File: config.mk
export PLATFORM = sky130hd
export DESIGN_NAME = egress_router
export DESIGN_NICKNAME = d
export VERILOG_FILES = /design/src/hw/egress_pkg.sv /design/src/hw/egress_demux.sv /design/src/hw/egress_port_buffer.sv /design/src/hw/egress_pkt_counters.sv /design/src/hw/egress_router.sv
export VERILOG_INCLUDE_DIRS = /design/src /design/src/include
export SDC_FILE = /design/constraint.sdc
export NUM_CORES = 2
export LEC_CHECK = 0
export BUFFER_PORTS_ARGS = -buffer_cell sky130_fd_sc_hd__buf_4
export CAP_MARGIN = 30
export CORE_MARGIN = 4
export CORE_UTILIZATION = 50
export DETAILED_ROUTE_END_ITERATION = 16
export PLACE_DENSITY_LB_ADDON = 0.05
export SLEW_MARGIN = 20
export SYNTH_ARGS = -nofsm -noshare
export SYNTH_HDL_FRONTEND = slang
export SYNTH_MEMORY_MAX_BITS = 65536
export SYNTH_SLANG_ARGS = --single-unit
File: constraint.sdc
create_clock -name core_clk_ifc -period 8.5 [get_ports core_clk_ifc]
set_input_delay 2.55 -clock core_clk_ifc [delete_from_list [all_inputs] [get_ports core_clk_ifc]]
set_output_delay 2.55 -clock core_clk_ifc [all_outputs]
set_load 0.05 [all_outputs]
File: src/include/egress_settings.svh
/* Build-time sizes of the egress router. EGR_NUM_PORTS and EGR_BUF_WORDS must be
   powers of two, and EGR_BUF_WORDS is also the credit count the core starts with */
`ifndef EGRESS_SETTINGS_SVH
`define EGRESS_SETTINGS_SVH

// Physical ports, each one byte wide
`define EGR_NUM_PORTS 4

// Bytes in one word from the switching core
`define EGR_BUS_BYTES 8

// Words per port buffer
`define EGR_BUF_WORDS 16

// Packet and drop counter width
`define EGR_CNT_WIDTH 16

`endif

File: src/hw/egress_pkg.sv
/* Types shared by the egress router and its testbench. Keep bits of a word must be
   contiguous from byte 0 with at least one set */
`include "egress_settings.svh"

package egress_pkg;

    // Width of the port number field
    localparam int EGR_PORT_W = $clog2(`EGR_NUM_PORTS);

    // One word from the switching core
    typedef struct packed {
        logic [`EGR_BUS_BYTES*8-1:0] data;
        logic [`EGR_BUS_BYTES-1:0]   keep;
        logic                        last;
        logic [EGR_PORT_W-1:0]       port;
    } egr_word_t;

    // One beat on a physical port
    typedef struct packed {
        logic [7:0] data;
        logic       last;
    } egr_byte_t;

    // One bit per physical port
    typedef logic [`EGR_NUM_PORTS-1:0] egr_port_vec_t;

    typedef logic [`EGR_CNT_WIDTH-1:0] egr_cnt_t;

endpackage

File: src/hw/egress_demux.sv
/* The core may only send to a port while it holds a credit. Occupancy kept here
   is the only full check in the egress path; a word that meets a full buffer is lost */
`timescale 1ns/1ns
`include "egress_settings.svh"

module egress_demux import egress_pkg::*; (
    input  logic          core_clk_ifc,
    input  logic          rst_n,
    input  logic          in_valid,
    input  egr_word_t     in_word,
    input  egr_port_vec_t port_enable,
    input  egr_port_vec_t pop,
    output egr_port_vec_t wr_valid,
    output egr_word_t     wr_word,
    output egr_port_vec_t credit_return,
    output egr_port_vec_t buf_full_drop,
    output egr_port_vec_t pkt_dropped
);

    localparam int CNT_W = $clog2(`EGR_BUF_WORDS + 1);
    // Room for credits owed when pops and drops land together
    localparam int DUE_W = CNT_W + 1;

    egr_port_vec_t    in_pkt;
    egr_port_vec_t    en_lat;
    logic [CNT_W-1:0] occ [`EGR_NUM_PORTS];
    logic [DUE_W-1:0] due [`EGR_NUM_PORTS];

    egr_port_vec_t    hit;
    egr_port_vec_t    first;
    egr_port_vec_t    pass;
    egr_port_vec_t    accept;
    egr_port_vec_t    full_drop;
    egr_port_vec_t    dis_drop;
    logic [DUE_W-1:0] due_sum [`EGR_NUM_PORTS];

    ////////////////////////////////////////
    // Per-port decision for the incoming word

    always_comb begin
        for (int p = 0; p < `EGR_NUM_PORTS; p++) begin
            hit[p]       = in_valid && (in_word.port == EGR_PORT_W'(p));
            // Enable is taken on the first word and held for the rest of the packet
            first[p]     = !in_pkt[p];
            pass[p]      = first[p] ? port_enable[p] : en_lat[p];
            accept[p]    = hit[p] && pass[p] && (occ[p] != CNT_W'(`EGR_BUF_WORDS));
            full_drop[p] = hit[p] && pass[p] && (occ[p] == CNT_W'(`EGR_BUF_WORDS));
            dis_drop[p]  = hit[p] && !pass[p];
            // Credits owed from earlier cycles plus a pop and a disabled drop this cycle
            due_sum[p]   = due[p] + DUE_W'(dis_drop[p]) + DUE_W'(pop[p]);
        end
    end

    ////////////////////////////////////////
    // Control state and credit return

    always_ff @(posedge core_clk_ifc) begin
        if (!rst_n) begin
            in_pkt        <= '0;
            en_lat        <= '0;
            wr_valid      <= '0;
            credit_return <= '0;
            buf_full_drop <= '0;
            pkt_dropped   <= '0;
            for (int p = 0; p < `EGR_NUM_PORTS; p++) begin
                occ[p] <= '0;
                due[p] <= '0;
            end
        end else begin
            wr_valid      <= accept;
            buf_full_drop <= full_drop;
            // One pulse per disabled packet
            pkt_dropped   <= dis_drop & first;
            for (int p = 0; p < `EGR_NUM_PORTS; p++) begin
                if (hit[p]) begin
                    in_pkt[p] <= !in_word.last;
                    if (first[p]) begin
                        en_lat[p] <= port_enable[p];
                    end
                end
                occ[p]           <= occ[p] + CNT_W'(accept[p]) - CNT_W'(pop[p]);
                credit_return[p] <= (due_sum[p] != '0);
                due[p]           <= due_sum[p] - DUE_W'(due_sum[p] != '0);
            end
        end
    end

    // Shared write word qualified per port by wr_valid
    always_ff @(posedge core_clk_ifc) begin
        if (in_valid) begin
            wr_word <= in_word;
        end
    end

endmodule

File: src/hw/egress_port_buffer.sv
/* Writes are never refused here; the demux occupancy count keeps the FIFO from
   overfilling. Keep bits must be contiguous from byte 0 with at least one set */
`timescale 1ns/1ns
`include "egress_settings.svh"

module egress_port_buffer import egress_pkg::*; (
    input  logic      core_clk_ifc,
    input  logic      rst_n,
    input  logic      wr_valid,
    input  egr_word_t wr_word,
    output logic      pop,
    output logic      out_valid,
    output egr_byte_t out_byte,
    input  logic      out_ready
);

    localparam int PTR_W = $clog2(`EGR_BUF_WORDS);
    localparam int CNT_W = $clog2(`EGR_BUF_WORDS + 1);
    localparam int IDX_W = $clog2(`EGR_BUS_BYTES);

    egr_word_t        mem [`EGR_BUF_WORDS];
    logic [PTR_W-1:0] wr_ptr;
    logic [PTR_W-1:0] rd_ptr;
    logic [CNT_W-1:0] count;
    logic [IDX_W-1:0] byte_idx;

    egr_word_t        head;
    logic             final_byte;
    logic             xfer;

    ////////////////////////////////////////
    // Word storage

    always_ff @(posedge core_clk_ifc) begin
        if (wr_valid) begin
            mem[wr_ptr] <= wr_word;
        end
    end

    assign head = mem[rd_ptr];

    ////////////////////////////////////////
    // Serializer

    // Final kept byte of the head word
    always_comb begin
        final_byte = 1'b1;
        if (int'(byte_idx) < `EGR_BUS_BYTES - 1) begin
            final_byte = !head.keep[byte_idx + 1'b1];
        end
    end

    assign out_valid     = (count != '0);
    assign out_byte.data = head.data[byte_idx*8 +: 8];
    // Packet end only on the final byte of a word marked last
    assign out_byte.last = final_byte && head.last;

    assign xfer = out_valid && out_ready;
    assign pop  = xfer && final_byte;

    ////////////////////////////////////////
    // Pointers and byte index

    always_ff @(posedge core_clk_ifc) begin
        if (!rst_n) begin
            wr_ptr   <= '0;
            rd_ptr   <= '0;
            count    <= '0;
            byte_idx <= '0;
        end else begin
            if (wr_valid) begin
                wr_ptr <= wr_ptr + 1'b1;
            end
            if (xfer) begin
                if (final_byte) begin
                    // Head word done, move to the next one
                    byte_idx <= '0;
                    rd_ptr   <= rd_ptr + 1'b1;
                end else begin
                    byte_idx <= byte_idx + 1'b1;
                end
            end
            count <= count + CNT_W'(wr_valid) - CNT_W'(pop);
        end
    end

endmodule

File: src/hw/egress_pkt_counters.sv
/* Counts saturate at full scale. A clear wins over an event in the same cycle */
`timescale 1ns/1ns
`include "egress_settings.svh"

module egress_pkt_counters import egress_pkg::*; (
    input  logic          core_clk_ifc,
    input  logic          rst_n,
    input  egr_port_vec_t out_valid,
    input  egr_port_vec_t out_ready,
    input  egr_port_vec_t out_last,
    input  egr_port_vec_t pkt_dropped,
    input  egr_port_vec_t cnt_clear,
    output egr_cnt_t      pkt_cnt [`EGR_NUM_PORTS],
    output egr_cnt_t      drop_cnt [`EGR_NUM_PORTS]
);

    egr_port_vec_t pkt_done;

    // Saturating increment
    function automatic egr_cnt_t sat_inc(input egr_cnt_t cnt, input logic inc);
        if (inc && (cnt != '1)) begin
            return cnt + 1'b1;
        end
        return cnt;
    endfunction

    // Last beat of a packet accepted by the port
    assign pkt_done = out_valid & out_ready & out_last;

    always_ff @(posedge core_clk_ifc) begin
        if (!rst_n) begin
            for (int p = 0; p < `EGR_NUM_PORTS; p++) begin
                pkt_cnt[p]  <= '0;
                drop_cnt[p] <= '0;
            end
        end else begin
            for (int p = 0; p < `EGR_NUM_PORTS; p++) begin
                if (cnt_clear[p]) begin
                    pkt_cnt[p]  <= '0;
                    drop_cnt[p] <= '0;
                end else begin
                    pkt_cnt[p]  <= sat_inc(pkt_cnt[p], pkt_done[p]);
                    drop_cnt[p] <= sat_inc(drop_cnt[p], pkt_dropped[p]);
                end
            end
        end
    end

endmodule

File: src/hw/egress_router.sv
/* Egress stage. The core gets no ready and must track credits per port;
   all ports run on core_clk_ifc */
`timescale 1ns/1ns
`include "egress_settings.svh"

module egress_router import egress_pkg::*; (
    input  logic          core_clk_ifc,
    input  logic          rst_n,
    input  logic          in_valid,
    input  egr_word_t     in_word,
    output egr_port_vec_t credit_return,
    input  egr_port_vec_t port_enable,
    output egr_port_vec_t out_valid,
    output egr_byte_t     out_byte [`EGR_NUM_PORTS],
    input  egr_port_vec_t out_ready,
    output egr_port_vec_t buf_full_drop,
    input  egr_port_vec_t cnt_clear,
    output egr_cnt_t      pkt_cnt [`EGR_NUM_PORTS],
    output egr_cnt_t      drop_cnt [`EGR_NUM_PORTS]
);

    egr_port_vec_t wr_valid;
    egr_word_t     wr_word;
    egr_port_vec_t pop;
    egr_port_vec_t pkt_dropped;
    egr_port_vec_t out_last;

    egress_demux i_demux (
        .core_clk_ifc  (core_clk_ifc),
        .rst_n         (rst_n),
        .in_valid      (in_valid),
        .in_word       (in_word),
        .port_enable   (port_enable),
        .pop           (pop),
        .wr_valid      (wr_valid),
        .wr_word       (wr_word),
        .credit_return (credit_return),
        .buf_full_drop (buf_full_drop),
        .pkt_dropped   (pkt_dropped)
    );

    ////////////////////////////////////////
    // One buffer per physical port

    for (genvar p = 0; p < `EGR_NUM_PORTS; p++) begin : g_port
        egress_port_buffer i_buf (
            .core_clk_ifc (core_clk_ifc),
            .rst_n        (rst_n),
            .wr_valid     (wr_valid[p]),
            .wr_word      (wr_word),
            .pop          (pop[p]),
            .out_valid    (out_valid[p]),
            .out_byte     (out_byte[p]),
            .out_ready    (out_ready[p])
        );

        assign out_last[p] = out_byte[p].last;
    end

    egress_pkt_counters i_counters (
        .core_clk_ifc (core_clk_ifc),
        .rst_n        (rst_n),
        .out_valid    (out_valid),
        .out_ready    (out_ready),
        .out_last     (out_last),
        .pkt_dropped  (pkt_dropped),
        .cnt_clear    (cnt_clear),
        .pkt_cnt      (pkt_cnt),
        .drop_cnt     (drop_cnt)
    );

endmodule

### After elaboration in Yosys (flattened, before gate mapping)

Memories as Yosys holds them, arrays and structs flattened. A register that Yosys moved wholly into a read port is not among the register bits.
Cells that the tools add are included.

* memories kept: 6
* memory bits (writable): 4844
* output and inout bits: 176
* word-level logic and storage cells: 285
* register bits: 291
* input bits: 90

Memory list
* g_port[0].i_buf.mem: depth 16, width 75, read ports 1, clocked after memory_dff 1, wr ports 1, line egress_port_buffer.sv:21 `` egr_word_t mem [`EGR_BUF_WORDS]; ``
* g_port[1].i_buf.mem: depth 16, width 75, read ports 1, clocked after memory_dff 1, wr ports 1, line egress_port_buffer.sv:21
* g_port[2].i_buf.mem: depth 16, width 75, read ports 1, clocked after memory_dff 1, wr ports 1, line egress_port_buffer.sv:21
* g_port[3].i_buf.mem: depth 16, width 75, read ports 1, clocked after memory_dff 1, wr ports 1, line egress_port_buffer.sv:21
* i_demux.due: depth 4, width 6, read ports 4, clocked after memory_dff 0, wr ports 4, line egress_demux.sv:27 `` logic [DUE_W-1:0] due [`EGR_NUM_PORTS]; ``
* i_demux.occ: depth 4, width 5, read ports 4, clocked after memory_dff 0, wr ports 4, line egress_demux.sv:26 `` logic [CNT_W-1:0] occ [`EGR_NUM_PORTS]; ``

* bitwise logic cells: 12
* reductions and logical operators: 70
* mux-type cells: 78
* equality and inequality tests: 19
* shift operators: 4
* add/subtract/negate cells: 48
* magnitude comparators: 8

Operator list (count)
* $shiftx A64 B7 Y8: 4
* $add A16 B1 Y16 const B: 8
* $mux W16: 8
* $ne A16 B16 Y1 const B: 8
* $add A6 B1 Y6: 8
* $mux W1: 46
* $add A5 B1 Y5: 8
* $logic_and A1 B1 Y1: 40
* $sub A5 B1 Y5: 8
* $add A4 B1 Y4 const B: 8
* $mux W4: 8
* $mux W6: 4
* $reduce_bool A6 Y1: 4
* $sub A6 B1 Y6: 4
* $eq A5 B5 Y1 const B: 4
* $mux W5: 4
* $ne A5 B5 Y1 const B: 4
* $reduce_bool A5 Y1: 4
* $lt A3 B4 Y1 const B: 4
* $logic_not A1 Y1: 13
* $add A3 B1 Y3 const B: 4
* $and A4 B4 Y4: 3
* $bmux W1 S3: 4
* $lt A3 B3 Y1 const B: 4
* other kinds (8): 25

### Longest topological paths before layout

* depth after elaboration: 11
* mapped depth: 27
* mapped depth without buffers: 22

### Modules after synthesis

From an unflattened synthesis, not the netlist that was laid out.

* cell total of the unflattened synthesis: 8807
* area, all modules: 195034.6 µm²

By module, submodules not included
* egress_port_buffer at g_port[0].i_buf ...: instances 3, area an instance 45544.9 µm², sequential area each 35474.0 µm², cells each 1875
* egress_port_buffer at g_port[3].i_buf: instances 1, area an instance 45537.4 µm², sequential area each 35474.0 µm², cells each 1872
* egress_pkt_counters: instances 1, area an instance 6830.3 µm², sequential area each 2562.5 µm², cells each 821
* egress_demux: instances 1, area an instance 6032.0 µm², sequential area each 3613.5 µm², cells each 489

### Least setup slack after synthesis

OpenSTA, ideal clock, no wires.

* kind: reg-to-output
* from: register (tool-made name)
* to: output out_byte[20] (netlist name)
* path buffers: 5
* data arrival time: 3349 ps
* path slack: 2601 ps
* required time: 5950 ps
* cell stages (with the launch flop): 10
* cell sequence: dfxtp_1 buf_2 buf_2 buf_2 clkbuf_1 buf_1 mux4_2 mux4_2 mux4_2 mux2_2

RTL lines
* to (decl): line egress_router.sv:14 `` output egr_byte_t out_byte [`EGR_NUM_PORTS], ``

==> metrics.md <==
| Metric | Value |
|---|---|
| CTS Buf Count | between 500 and 600 |
| Worst R2R Setup Slack | around 2.4 ns |
| Clock tree buffer depth | 4 |
| # IOs | approximately 270 |
| Clk_skew | 0.0276 ns |
| CTS tree | built |
| Vias in the first global route | about 95000 |
| CP Class | reg -> out |
| H-Tree Depth | 6 |
| Outcome | complete, no violations |
| Max frequency | about 0.13 GHz |
| CTS hold repair buffers | 0 |
| Core ar. | roughly 390000 µm² |
| Fin. Hold Viols | 0 |
| Routed WL per cell | approximately 34 µm |
| Register area share after synthesis | around three quarters |
| Hold wc startpoint | g_port[3].i_buf.rd_ptr[3] |
| 1st-iter DRT viols | between 10000 and 15000 |
| Syn_nets | 8704 |
| LEAKAGE | between 0.06 and 0.07 µW |
| Largest net degree at the start of global routing | about 130 |
| Synth Flop Type | edfxtp_1 |
| Initial antenna violation count | 36 |
| Post-layout min period | approximately 7.4 ns |
| Final core utilization | 57.0% |
| Post-Route WL | 497000 µm |
| Crit path required time | a little under 6 ns |
| Syn avg cell area | ~23 µm² |
| Metal-1 WL | 204000 µm |
| Final cell count without fillers | 14800 |
| Most instantiated cells after synthesis | edfxtp_1, mux4_2, dfxtp_1 |
| Top-area cell type share of the netlist area | roughly 74% |
| Critical R2R Capture | i_demux.due[1][4] |
| Slew Viols, Final | 0 |
| Post-Syn Area | between 150000 and 200000 µm² |
| Total gr overflow | 0 |
| DP Cell Count | between 10000 and 15000 |
| Worst Tran Pin Value | about 1.1 ns |
| Post-synth top area cell | edfxtp_1 |
| Gate Count Post-Synth | 8510 |
| Via Count | 91700 |
| DR DRC count | 0 |
| Met2 wire length | 247000 µm |
| Distinct cells, synth | just over 70 |
| Setup crit end kind | primary output |
| Clock transition at path regs | about 0.06 ns |
| Hold Worst Slack | about 0.49 ns |
| Hold depth | 2 |
| Area contributors post-synth | edfxtp_1, mux4_2, dfxtp_1, ha_1, mux2i_1 |
| Worst vdd ir | slightly above 0.0002 V |
| Die Ht | ~630 µm |
| Crit-path max FO | 60 |
| DR pass1 iterations | 6 |
| Total die area | about 400000 µm² |
| Share of cells above drive strength 1 | between 20% and 30% |
| # clock sinks | between 5000 and 6000 |
| PwrDens | between 200 and 300 nW/µm² |
| Drt via density | about 6.2 |
| Setup TNS | 0 ns |
| Met3 wire length | roughly 33000 µm |
| Crit path arrival time | 4.89 ns |
| Root Driver | clkbuf_16 |
| EDFF count, synth | between 4000 and 5000 |
| Final setup vio count | 0 |
| GR Util All Layers | 25.0% |
| MaxCap Viol Count | 0 |
| Uppermost layer routed | met5 |
| Initial Utilization | around half |
| Final net count | around 9400 |
| Dpl ws | ~1.9 ns |
| DP HPWL | 253000 µm |
| HP Class | reg -> reg |
| Startpoint class of the critical path | register |
| Synthesis-stage register bit count | 5021 |
| Number of nets with antenna violations after routing | 0 |
| Async set-or-reset flop fraction in the synthesized netlist | 0% |
| IO buf count | approximately 270 |
| Die Wd | between 600 and 700 µm |
| Std-Cell Rows | 228 |
| First-pass GRT wire length | roughly 700000 µm |
| Clk_lat worst skew | 1.01 ns |
| Final Cycle Share | slightly below 90% |
| Post-CTS Resized | 0 |
| Most common cell in the netlist | edfxtp_1 |
| Yosys warns | 0 |
| Area Growth Syn to Fin | 13.7% |
| R2R cell count | 22 |
| Fin worst setup slack | approximately 1.1 ns |
| Slew HR | around 29% |
| RSZ-0062 raised after global routing | no |
| GPL Wtd Cong | approximately 0.77 |
| Post-CTS Setup Bufs | 0 |
power breakdown:
group          internal [µW]  leakage, µW  switching (µW)
combinational           4480       0.0144            4850
sequential             27500       0.0450             397
clock                  13000      0.00822            9370
total                  45000       0.0676           14600
stage by stage:
step	power (µW)	area (µm²)
after CTS	60200	219000
final	59600	220000
after detailed placement	37900	203000
after floorplan	35200	193000
after global placement	37700	202000
after global routing	61900	220000
state kept, by name, indices dropped and copies added (netlist names), named ones only:
name and count:
g_port.i_buf.byte_idx 12, g_port.i_buf.count 20, g_port.i_buf.mem 4672, g_port.i_buf.rd_ptr 16, g_port.i_buf.wr_ptr 16, i_counters.drop_cnt 64, i_counters.pkt_cnt 64, i_demux.buf_full_drop 4
i_demux.credit_return 4, i_demux.due 24, i_demux.en_lat 4, i_demux.in_pkt 4, i_demux.occ 20, i_demux.pkt_dropped 4, i_demux.wr_valid 4, i_demux.wr_word 73
worst max path at each step:
stage	start	endpoint	slack, ns	cells after the start
after floorplan	register	out_byte[20]	2.60	9
after global routing	register	out_byte[22]	0.88	6
after global placement	register	out_byte[26]	1.85	6
after CTS	register	out_byte[30]	0.76	6
after detailed placement	register	out_byte[30]	1.89	6
final	register	out_byte[22]	1.06	6
logic make-up after synthesis:
group,share of synthesized area (%)
compound gates,0.951
xor+xnor,0.603
fa+ha+maj,0.720
buf+inv,1.21
flops,76.6
mux,17.8
simple gates,2.15
worst max-delay path: stages (launching register included):
cell and delay, ns:
dfxtp_4 0.92, buf_4 0.81, mux4_2 0.43, mux4_2 0.47
mux4_2 0.50, mux2_2 0.37, buf_4 0.22
placed cells by master (no fill, tap or decap), drive strengths merged, types with 13 or more instances in the layout:
cell    count
inv       140
a21oi      98
nand3      98
mux2i     104
and3       39
and2       87
nor2      241
bufinv     25
o31ai      22
clkbuf    703
o21ai      59
edfxtp   4745
mux2       36
a22oi      20
nor3b      13
nor2b      22
clkinv    200
a31oi      16
nor3       38
or3        43
xnor2      55
or4        23
buf       523
ha         92
o211ai     16
xor2       78
nand4      31
nand2     136
dfxtp     276
mux4     1464
metal layers:
| layer | global-route usage [%] | vias to the layer above |
|---|---|---|
| met5 | 0 | - |
| met4 | 5.73 | 2 |
| met3 | 3.12 | 660 |
| met2 | 41.8 | 3586 |
| met1 | 35.7 | 50100 |
| li1 | - | 37300 |
final cells by class:
type / instances / area (µm²)
diodes: 9 / 22.5
well taps: 5175 / 6470
clock inverters: 259 / 1980
flip-flops and latches: 5021 / 148000
inverters: 117 / 449
repair buffers: 523 / 4750
clock buffers: 703 / 14800
fillers: 28100 / 166000
multi-input cells: 2959 / 43200
(Power assumes the default switching activity.)
